`src/include/mlp_consts.svh`:
```
`ifndef MLP_CONSTS_SVH
`define MLP_CONSTS_SVH

// Network shape.
`define MLP_INPUTS 10
`define MLP_HIDDEN 10
`define MLP_CLASSES 4

// Accumulator bits dropped when the sum is scaled back to an activation.
`define MLP_FRAC_SHIFT 6

// Register stages through one neuron.
`define MLP_NODE_LATENCY 3

// Result queue entries, and the number of vectors allowed in flight.
`define MLP_RESULT_DEPTH 4

`endif

```
`src/source/mlpTypes.sv`:
```
`include "mlp_consts.svh"

package mlpTypes;

	typedef logic [7:0] activationT;           // Unsigned activation.
	typedef logic signed [7:0] weightT;        // Signed weight or bias.
	typedef logic signed [15:0] productT;
	typedef logic signed [15:0] accumT;        // Wraps on overflow.
	typedef logic [$clog2(`MLP_CLASSES)-1:0] classIdxT;

	typedef struct packed
	{
		activationT [`MLP_INPUTS-1:0] act;
	} featureVecT;

	typedef struct packed
	{
		activationT [`MLP_HIDDEN-1:0] act;
	} hiddenVecT;

	typedef struct packed
	{
		activationT [`MLP_CLASSES-1:0] score;
	} scoreVecT;

	typedef struct packed
	{
		classIdxT classIdx;
		scoreVecT scores;
	} resultT;

endpackage

```
`src/source/mlpWeights.sv`:
```
`include "mlp_consts.svh"

package mlpWeights;

	// Row n holds the weights of hidden neuron n, column i multiplies input i.
	localparam mlpTypes::weightT [0:`MLP_HIDDEN-1][0:`MLP_INPUTS-1] hiddenWeights =
	'{
		'{  5,  -3,   8,   2,  -7,   4,   1,  -2,   6,   3 },
		'{ -4,   9,  -1,   3,   5,  -6,   2,   7,  -3,   1 },
		'{  2,   2,  -8,   6,   1,   3,  -5,   4,   2,  -1 },
		'{ 10,  -2,   3,  -9,   4,   2,   6,  -3,   1,   5 },
		'{ -6,   4,   5,   1,  -2,   8,  -4,   3,   7,  -2 },
		'{  3,  -7,   2,   5,   6,  -1,   9,  -4,  -2,   4 },
		'{  1,   6,  -3,  -2,   8,   5,  -1,   6,  -5,   2 },
		'{ -9,  -5,  -6,  -4,  -8,  -3,  -7,  -2,  -6,  -5 },  // Never positive.
		'{ 12,  11,  10,  12,   9,  11,  12,  10,  11,  12 },  // Saturates on large inputs.
		'{  4,  -1,   7,  -3,   2,   6,  -2,   5,   3,  -4 }
	};

	localparam mlpTypes::weightT [0:`MLP_HIDDEN-1] hiddenBias =
	'{
		3, -5, 10, -8, 0, 6, -2, -1, 20, 4
	};

	// Hidden neuron 7 is always zero, so its column carries no weight.
	localparam mlpTypes::weightT [0:`MLP_CLASSES-1][0:`MLP_HIDDEN-1] outputWeights =
	'{
		'{  6,  -2,   4,   3,  -5,   2,   7,   0,   1,  -3 },
		'{ -3,   5,   2,  -4,   6,   1,  -2,   0,   3,   4 },
		'{  2,   3,  -4,   5,   1,  -3,   4,   0,  -2,   6 },
		'{  4,   1,   3,  -2,   2,   5,  -3,   0,   2,  -1 }
	};

	localparam mlpTypes::weightT [0:`MLP_CLASSES-1] outputBias =
	'{
		8, -4, 2, 0
	};

endpackage

```
`src/source/argmaxUnit.sv`:
```
`include "mlp_consts.svh"

module argmaxUnit
(
	input logic clk,
	input logic reset,
	input logic inValid,
	input mlpTypes::scoreVecT scores,
	output logic resValid,
	output mlpTypes::resultT result
);

	mlpTypes::classIdxT bestIdx;
	mlpTypes::activationT bestScore;

	// Strict compare keeps the lowest index on a tie.
	always_comb
	begin
		bestIdx = '0;
		bestScore = scores.score[0];
		for (int i = 1; i < `MLP_CLASSES; i++)
		begin
			if (scores.score[i] > bestScore)
			begin
				bestIdx = mlpTypes::classIdxT'(i);
				bestScore = scores.score[i];
			end
		end
	end

	always_ff @(posedge clk)
	begin
		resValid <= reset ? 1'b0 : inValid;
		result.classIdx <= bestIdx;
		result.scores <= scores;
	end

endmodule

```
`src/source/denseLayer.sv`:
```
`include "mlp_consts.svh"

module denseLayer
#(
	parameter int INPUTS = `MLP_INPUTS,
	parameter int NODES = `MLP_HIDDEN,
	parameter mlpTypes::weightT [0:NODES-1][0:INPUTS-1] weights = '0,
	parameter mlpTypes::weightT [0:NODES-1] bias = '0
)
(
	input logic clk,
	input logic reset,
	input logic inValid,
	input mlpTypes::activationT [INPUTS-1:0] inVec,
	output logic outValid,
	output mlpTypes::activationT [NODES-1:0] outVec
);

	logic [`MLP_NODE_LATENCY-1:0] validPipe;

	for (genvar n = 0; n < NODES; n++)
	begin : nodes
		neuronNode
		#(
			.weights(weights[n]),
			.bias(bias[n])
		)
		node_i
		(
			.clk(clk),
			.reset(reset),
			.activations(inVec),
			.activation(outVec[n])
		);
	end

	// Follows each vector through the neuron stages.
	always_ff @(posedge clk)
	begin
		if (reset)
		begin
			validPipe <= '0;
		end
		else
		begin
			validPipe <= {validPipe[`MLP_NODE_LATENCY-2:0], inValid};
		end
	end

	assign outValid = validPipe[`MLP_NODE_LATENCY-1];

endmodule

```
`src/source/inputPort.sv`:
```
`include "mlp_consts.svh"

module inputPort
(
	input logic clk,
	input logic reset,
	input logic inReq,
	input mlpTypes::featureVecT inData,
	output logic inAck,
	input logic retire,
	output logic start,
	output mlpTypes::featureVecT feature
);

	typedef enum logic [1:0] {idleSt, ackSt, releaseSt} portStateT;

	portStateT state;
	logic [$clog2(`MLP_RESULT_DEPTH+1)-1:0] credits;
	logic accept;

	assign accept = (state == idleSt) && inReq && (credits != '0);

	always_ff @(posedge clk)
	begin
		if (reset)
		begin
			state <= idleSt;
			inAck <= 1'b0;
			start <= 1'b0;
			credits <= `MLP_RESULT_DEPTH;
		end
		else
		begin
			start <= accept;
			case (state)
				idleSt:
				begin
					if (accept)
					begin
						inAck <= 1'b1;
						state <= ackSt;
					end
				end
				ackSt:
				begin
					if (!inReq)
					begin
						state <= releaseSt;    // Sender has let go.
					end
				end
				default:
				begin
					inAck <= 1'b0;
					state <= idleSt;
				end
			endcase
			if (accept && !retire)
			begin
				credits <= credits - 1'b1;
			end
			else if (retire && !accept)
			begin
				credits <= credits + 1'b1;
			end
		end
	end

	always_ff @(posedge clk)
	begin
		if (accept)
		begin
			feature <= inData;
		end
	end

endmodule

```
`src/source/mlpTop.sv`:
```
`include "mlp_consts.svh"

module mlpTop
(
	input logic clk,
	input logic reset,
	input logic inReq,
	input mlpTypes::featureVecT inData,
	output logic inAck,
	output logic outReq,
	output mlpTypes::resultT outData,
	input logic outAck
);

	logic start;
	logic retire;
	logic hiddenValid;
	logic scoreValid;
	logic resValid;
	mlpTypes::featureVecT feature;
	mlpTypes::hiddenVecT hiddenVec;
	mlpTypes::scoreVecT scoreVec;
	mlpTypes::resultT result;

	inputPort inputPort_i
	(
		.clk(clk),
		.reset(reset),
		.inReq(inReq),
		.inData(inData),
		.inAck(inAck),
		.retire(retire),
		.start(start),
		.feature(feature)
	);

	denseLayer
	#(
		.INPUTS(`MLP_INPUTS),
		.NODES(`MLP_HIDDEN),
		.weights(mlpWeights::hiddenWeights),
		.bias(mlpWeights::hiddenBias)
	)
	hiddenLayer
	(
		.clk(clk),
		.reset(reset),
		.inValid(start),
		.inVec(feature.act),
		.outValid(hiddenValid),
		.outVec(hiddenVec.act)
	);

	denseLayer
	#(
		.INPUTS(`MLP_HIDDEN),
		.NODES(`MLP_CLASSES),
		.weights(mlpWeights::outputWeights),
		.bias(mlpWeights::outputBias)
	)
	outputLayer
	(
		.clk(clk),
		.reset(reset),
		.inValid(hiddenValid),
		.inVec(hiddenVec.act),
		.outValid(scoreValid),
		.outVec(scoreVec.score)
	);

	argmaxUnit argmaxUnit_i
	(
		.clk(clk),
		.reset(reset),
		.inValid(scoreValid),
		.scores(scoreVec),
		.resValid(resValid),
		.result(result)
	);

	resultPort resultPort_i
	(
		.clk(clk),
		.reset(reset),
		.resValid(resValid),
		.result(result),
		.outReq(outReq),
		.outData(outData),
		.outAck(outAck),
		.retire(retire)
	);

endmodule

```
`src/source/neuronNode.sv`:
```
`include "mlp_consts.svh"

module neuronNode
#(
	parameter mlpTypes::weightT [0:`MLP_INPUTS-1] weights = '0,
	parameter mlpTypes::weightT bias = '0
)
(
	input logic clk,
	input logic reset,
	input mlpTypes::activationT [`MLP_INPUTS-1:0] activations,
	output mlpTypes::activationT activation
);

	mlpTypes::activationT [`MLP_INPUTS-1:0] actReg;
	mlpTypes::accumT sumNext;
	mlpTypes::accumT sumReg;

	// Activation is zero extended, weight sign extended, product kept at 16 bits.
	always_comb
	begin
		sumNext = {{8{bias[7]}}, bias};
		for (int i = 0; i < `MLP_INPUTS; i++)
		begin
			sumNext = sumNext + mlpTypes::productT'({8'b0, actReg[i]})
				* mlpTypes::productT'({{8{weights[i][7]}}, weights[i]});
		end
	end

	always_ff @(posedge clk)
	begin
		if (reset)
		begin
			actReg <= '0;
			sumReg <= '0;
			activation <= '0;
		end
		else
		begin
			actReg <= activations;
			sumReg <= sumNext;
			if (sumReg[15])
			begin
				activation <= '0;    // Negative sums rectify to zero.
			end
			else if (sumReg[14])
			begin
				activation <= 8'hFF;
			end
			else
			begin
				activation <= sumReg[`MLP_FRAC_SHIFT+7:`MLP_FRAC_SHIFT];
			end
		end
	end

endmodule

```
`src/source/resultPort.sv`:
```
`include "mlp_consts.svh"

module resultPort
(
	input logic clk,
	input logic reset,
	input logic resValid,
	input mlpTypes::resultT result,
	output logic outReq,
	output mlpTypes::resultT outData,
	input logic outAck,
	output logic retire
);

	typedef enum logic [1:0] {idleSt, requestSt, waitReleaseSt} senderStateT;

	senderStateT state;
	mlpTypes::resultT queue [`MLP_RESULT_DEPTH];
	logic [$clog2(`MLP_RESULT_DEPTH)-1:0] wrPtr;
	logic [$clog2(`MLP_RESULT_DEPTH)-1:0] rdPtr;
	logic [$clog2(`MLP_RESULT_DEPTH+1)-1:0] count;
	logic pop;

	// The head entry stays put until the receiver has taken it.
	assign outData = queue[rdPtr];
	assign pop = (state == requestSt) && outAck;

	always_ff @(posedge clk)
	begin
		if (resValid)
		begin
			queue[wrPtr] <= result;
		end
	end

	always_ff @(posedge clk)
	begin
		if (reset)
		begin
			state <= idleSt;
			outReq <= 1'b0;
			retire <= 1'b0;
			wrPtr <= '0;
			rdPtr <= '0;
			count <= '0;
		end
		else
		begin
			retire <= pop;
			if (resValid)
			begin
				wrPtr <= wrPtr + 1'b1;
			end
			if (pop)
			begin
				rdPtr <= rdPtr + 1'b1;
			end
			if (resValid && !pop)
			begin
				count <= count + 1'b1;
			end
			else if (pop && !resValid)
			begin
				count <= count - 1'b1;
			end
			case (state)
				idleSt:
				begin
					if (count != '0)
					begin
						outReq <= 1'b1;
						state <= requestSt;
					end
				end
				requestSt:
				begin
					if (outAck)
					begin
						outReq <= 1'b0;
						state <= waitReleaseSt;
					end
				end
				default:
				begin
					if (!outAck)
					begin
						state <= idleSt;    // Handshake closed.
					end
				end
			endcase
		end
	end

endmodule

```
`config.mk`:
```
export PLATFORM = sky130hd
export DESIGN_NAME = mlpTop
export DESIGN_NICKNAME = d
export VERILOG_FILES = /design/src/source/mlpTypes.sv /design/src/source/mlpWeights.sv /design/src/source/argmaxUnit.sv /design/src/source/denseLayer.sv /design/src/source/inputPort.sv /design/src/source/mlpTop.sv /design/src/source/neuronNode.sv /design/src/source/resultPort.sv
export VERILOG_INCLUDE_DIRS = /design/src /design/src/include
export SDC_FILE = /design/constraint.sdc
export NUM_CORES = 2
export LEC_CHECK = 0
export ABC_AREA = 0
export BUFFER_PORTS_ARGS = -buffer_cell sky130_fd_sc_hd__buf_2
export CAP_MARGIN = 20
export CORE_ASPECT_RATIO = 1.5
export CORE_MARGIN = 2
export CORE_UTILIZATION = 55
export DETAILED_ROUTE_END_ITERATION = 10
export GPL_TIMING_DRIVEN = 0
export MAX_ROUTING_LAYER = met4
export PLACE_DENSITY = 0.71
export SLEW_MARGIN = 20
export SYNTH_ARGS = -nofsm -noshare
export SYNTH_HDL_FRONTEND = slang
export SYNTH_HIERARCHICAL = 1
export SYNTH_SLANG_ARGS = --single-unit
```
`constraint.sdc`:
```
create_clock -name clk -period 13.95 [get_ports clk]
set_input_delay 1.395 -clock clk [delete_from_list [all_inputs] [get_ports clk]]
set_output_delay 1.395 -clock clk [all_outputs]
set_load 0.005 [all_outputs]
```
; ---- Word level (Yosys, flattened, before mapping)
; Memories as Yosys holds them, arrays and structs flattened. A register that Yosys moved wholly into a read port is not among the register bits.
; Index checks and enable logic that the tools add are counted.
[totals]
memories = 1
ramBits = 136
output_inout_bits = 36
reg_bits = 603
in_bits = 84
elab_cells = 378
[mem_list]
columns = name, words, word_bits, rd, rd_clocked_by_memory_dff, wr, line
row1 = resultPort_i.queue, 4, 34, 1, 1, 1, resultPort.sv:18  ; mlpTypes::resultT queue [`MLP_RESULT_DEPTH];
[op_classes]
multipliers = 65
n_addsub = 154
mux = 37
bitwise_logic = 1
n_reduce_logical = 36
n_eq_ne = 7
order_cmp = 3
[ops]
columns = cell, n
row1 = $add 16x12->16, 31
row2 = $add 16x16->16, 18
row3 = $add 16x13->16, 17
row4 = $add 16x11->16, 16
row5 = $mul 8x2->10 const B, 25
row6 = $mul 8x3->11 const B, 17
row7 = $add 16x10->16, 11
row8 = $neg 8->15, 11
row9 = $mul 9x3->12 const B, 11
row10 = $add 16x9->16, 8
row11 = $mux 8, 15
row12 = $neg 8->16, 6
row13 = $neg 8->14, 6
row14 = $mul 8x4->12 const B, 6
row15 = $mul 9x4->13 const B, 5
row16 = $add 12x16->16, 3
row17 = $add 4x16->16 const A, 3
row18 = $add 3x16->16 const A, 2
row19 = $reduce_or 2->1, 14
row20 = $gt 8x8->1, 3
row21 = $add 2x9->10 const A, 2
row22 = $add 13x16->16, 1
row23 = $add 14x16->16, 1
row24 = $add 16x14->16, 1
row25 = other kinds (32), 70

; ---- Logic depth before layout (Yosys ltp)
[logic_depth]
word_depth = 11
ltp_mapped = 32
mapped_depth_nobuf = 32

; ---- Modules after synthesis
; Netlist, hierarchy kept.
[by_module_without_submodules]
columns = mod, n_inst, cells_each, area_each_um2, seq_area_each_um2
row1 = neuronNode at hiddenLayer.nodes[7].node_i, 1, 955, 9596.7, 1961.9
row2 = neuronNode at hiddenLayer.nodes[8].node_i, 1, 980, 9359.0, 1961.9
row3 = neuronNode at hiddenLayer.nodes[3].node_i, 1, 777, 7896.3, 1961.9
row4 = neuronNode at hiddenLayer.nodes[6].node_i, 1, 764, 7636.1, 1961.9
row5 = neuronNode at hiddenLayer.nodes[1].node_i, 1, 722, 7464.7, 1961.9
row6 = neuronNode at hiddenLayer.nodes[9].node_i, 1, 738, 7463.4, 1961.9
row7 = neuronNode at hiddenLayer.nodes[4].node_i, 1, 731, 7368.3, 1961.9
row8 = neuronNode at hiddenLayer.nodes[5].node_i, 1, 716, 7302.0, 1961.9
row9 = neuronNode at hiddenLayer.nodes[0].node_i, 1, 708, 7282.0, 1961.9
row10 = neuronNode at outputLayer.nodes[0].node_i, 1, 724, 7265.7, 1801.7
row11 = neuronNode at hiddenLayer.nodes[2].node_i, 1, 646, 6637.6, 1961.9
row12 = neuronNode at outputLayer.nodes[2].node_i, 1, 590, 6211.0, 1801.7
row13 = neuronNode at outputLayer.nodes[1].node_i, 1, 584, 6078.3, 1801.7
row14 = neuronNode at outputLayer.nodes[3].node_i, 1, 543, 5736.8, 1801.7
row15 = +4 rows, n/a, n/a, n/a, n/a

; ---- Worst setup path before layout
; OpenSTA, ideal clock, no wires.
[synth_path]
path_type = register to register
start = register hiddenLayer/nodes[8].node_i/actReg[0] (netlist bit)
end = register hiddenLayer.nodes[8].node_i.sumReg[12]
path_stages_with_launch = 30
setup_time_ns = 0.123
path_buffers = 0
path_slack_ns = 6.509
period_less_slack_ns = 7.441
arrival_ns = 7.318
required_ns = 13.827
path_cell_list = dfxtp_1 > ha_1 > inv_1 > fa_1 > nor2b_1 > o21ai_1 > a21boi_1 > nor2_1 > ha_1 > fa_1 > inv_1 > fa_1 > inv_1 > ha_1 > and3_1 > a221oi_2 > xor2_1 > fa_1 > fa_1 > inv_1 > fa_1 > inv_1 > fa_1 > inv_1 > ha_1 > nand3_1 > or3_1 > and3_1 > a21oi_2 > mux2_1
[synth_between]
elab_chain_cells = 11
[synth_lines]
columns = element, line
row1 = "start, declared", neuronNode.sv:15  ; mlpTypes::activationT [`MLP_INPUTS-1:0] actReg;
row2 = "start signal, assigned", neuronNode.sv:40  ; actReg <= activations;
row3 = $mul 8x2->10, neuronNode.sv:26  ; * mlpTypes::productT'({{8{weights[i][7]}}, weights[i]});
row4 = $add 6x16->16, neuronNode.sv:25  ; sumNext = sumNext + mlpTypes::productT'({8'b0, actReg[i]})
row5 = $add 16x13->16 (9 in series), neuronNode.sv:25
row6 = "end signal, assigned", neuronNode.sv:41  ; sumReg <= sumNext;
row7 = "end, declared", neuronNode.sv:17  ; mlpTypes::accumT sumReg;
; No other way between the ends.
; A chain may end at the register's enable or synchronous reset.

; ---- Worst setup path after layout
; Ends and elaborated chain as after synthesis.

==> metrics <==
All-Layer GR Usage=32.1%; CP endpoint=hiddenLayer/nodes[8].node_i/sumReg[12]; HP Class=flop to flop; RD Place Congestion=1.01; row count=195; Vias/cell=5.36; Worst slew margin=11.9%; Sequential Area=0.0326 mm^2; Setup crit end kind=flop; GR Overflow Total=0; # IOs=120; post-route minimum period=8.35 ns; R2R Setup Slk=5.60 ns; Setup crit start kind=flop; post-synthesis cell count=9,743; routed len/inst=23.2 um; DRC=0; fin. max-slew vios=0; Worst Min Path Start=outputLayer/nodes[3].node_i/activation[6]; cts hold-fix bufs=0; Setup Skew=0.0355 ns; clock buffer depth=3; Final Hold Viols=0; Final Setup Violations=0; Area growth syn-to-layout=10.3%; Avg Cell Area, Syn=10.7 um^2; via count=68,386; final net count=12,524; PortBufs=119; worst path buffer plus inverter count=6; largest stage delay on the critical path=0.54 ns; CP Max Fanout=5; Max Cap Viol=0; reg2reg start=hiddenLayer/nodes[8].node_i/actReg[0]; CP Launch Point=hiddenLayer/nodes[8].node_i/actReg[0]; Worst Setup Path Type=flop to flop; worst r2r dst=hiddenLayer/nodes[8].node_i/sumReg[12]; reg2reg path depth=29; Tcrit/Tclk final=59.9%; Mapped Nets=12,162; Req. time, crit path=14.66 ns; largest net degree at the start of global routing=52; CTS Buf Count=154; cts repair resizes=0; share of layout cells above drive strength 1=6.42%; postcts setup bufs=0; slowest CP cell=fa_1; TritonCTS clock tree=yes; setup TNS=0 ns; clk_lat worst skew=0.83 ns; antenna viol nets, final=0; WL final=296,000 um; first-pass GRT wire length=436,000 um; CP most frequent cell=fa_1; Synth Warn #=6; slew of the pin with the lowest slew margin=1.32 ns; Multi-input gate area=0.0628 mm^2; initial antenna violation count=85; vias in the first global route=73,016; Sinks on Clock Net=1,519; Max H-tree Level=4; Die ar.=0.192 mm^2; Synth Cell Area=0.104 mm^2; CP Data Arrival Time=9.06 ns; Final HPWL DP=242,000 um; die width=359 um; Largest delay share family, worst path=adder cells; RSZ-0062 raised after global routing=no; Initial DRC Count=3,681; Die Y-Extent=536 um; clk slew on worst S/H paths=0.06 ns; Initial DRT Pass Iterations=6; fill count=15,391; initial core utilization=55.2%; Worst path depth=29; CTS root buf=clkbuf_16; status=completed; core area=0.188 mm^2; fmax=120 MHz
registers in the layout, indices dropped and copies added, names as in the netlist, named ones only:
register,cells
hiddenLayer/nodes.node_i/activation,72
hiddenLayer/validPipe,3
resultPort_i/retire,1
hiddenLayer/nodes.node_i/actReg,720
argmaxUnit_i/resValid,1
resultPort_i/count,3
resultPort_i/rdPtr,2
inputPort_i/feature,80
outputLayer/nodes.node_i/sumReg,40
resultPort_i/queue,136
hiddenLayer/nodes.node_i/sumReg,90
resultPort_i/outReq,1
outputLayer/nodes.node_i/activation,32
resultPort_i/state,2
outputLayer/nodes.node_i/actReg,288
inputPort_i/credits,3
argmaxUnit_i/result,34
resultPort_i/wrPtr,2
inputPort_i/inAck,1
outputLayer/validPipe,3
inputPort_i/start,1
inputPort_i/state,2
worst min path at each step:
stage | end | slack [ns] | cells after the start
floorplan | argmaxUnit_i/result[24] | 0.33 | 0
global placement | argmaxUnit_i/result[26] | 0.36 | 0
CTS | argmaxUnit_i/result[30] | 0.37 | 0
global route | argmaxUnit_i/result[30] | 0.38 | 0
detailed placement | argmaxUnit_i/result[30] | 0.36 | 0
finish | argmaxUnit_i/result[30] | 0.37 | 0
through the flow:
step	setup WS, ns	instances	instance area (um^2)	utilization [%]	hold slack (ns)
after floorplan	6.51	9743	104000	-	0.331
after global placement	5.94	12324	107000	57.2	0.365
after detailed placement	5.77	12409	109000	58.0	0.364
after CTS	5.71	12691	114000	60.8	0.372
after global routing	5.32	12719	114000	60.9	0.378
final	5.60	12768	114000	60.9	0.374
cell usage in the layout, fill, tap and decap left out, drive strengths merged, types with 17 or more instances in the layout:
cell type  count
nor3         105
or2           17
or4           19
clkbuf       322
dfxtp       1303
edfxtp       216
a211oi        28
nand2        172
nor2         314
a31oi         27
a21o         153
clkinv        41
nor4          24
a21oi        294
o211ai        25
and3          26
ha          1182
nor2b       1091
o41ai         22
or3           34
o21a         159
xor2         207
mux4          34
xnor2        334
nand4         31
o21ai        154
o21bai        76
nor3b         20
fa          1153
diode         75
inv         2050
and2          19
clkinvlp      19
nand3         58
nand2b        50
buf          240
layer usage:
metal | wire, um | part of all wire, % | track usage, % | up-vias
met4 | 26600 | 9.0 | 24.9 | 0
li1 | - | - | - | 31567
met5 | 0 | 0 | - | -
met1 | 103000 | 35 | 32.2 | 33829
met2 | 152000 | 51 | 55.8 | 2052
met3 | 14400 | 4.8 | 4.78 | 938
final cells by class:
class | instances | share of cell area (%)
Multi-Input combinational cell | 6025 | 54.8
Sequential cell | 1519 | 28.4
Inverter | 2040 | 6.69
Clock buffer | 197 | 3.78
Tap cell | 2462 | 2.69
Timing Repair Buffer | 206 | 1.89
Clock inverter | 85 | 0.838
Buffer | 159 | 0.655
Antenna cell | 75 | 0.164
worst reg2reg max path: cells and delay by family (launching register included):
kind / cells / cell delay, ns
multiplexers: 1 / 0.35
AND/OR/NAND/NOR: 6 / 1.22
XOR/XNOR: 1 / 0.27
flip-flops: 1 / 0.39
AO/OA/AOI/OAI: 4 / 0.95
adder cells (fa/ha/maj): 11 / 4.72
buffers and inverters: 6 / 0.31
Power is left out: the tool's default activity adds up to more than one toggle a clock period on the data nets, which glitch-free logic cannot reach.
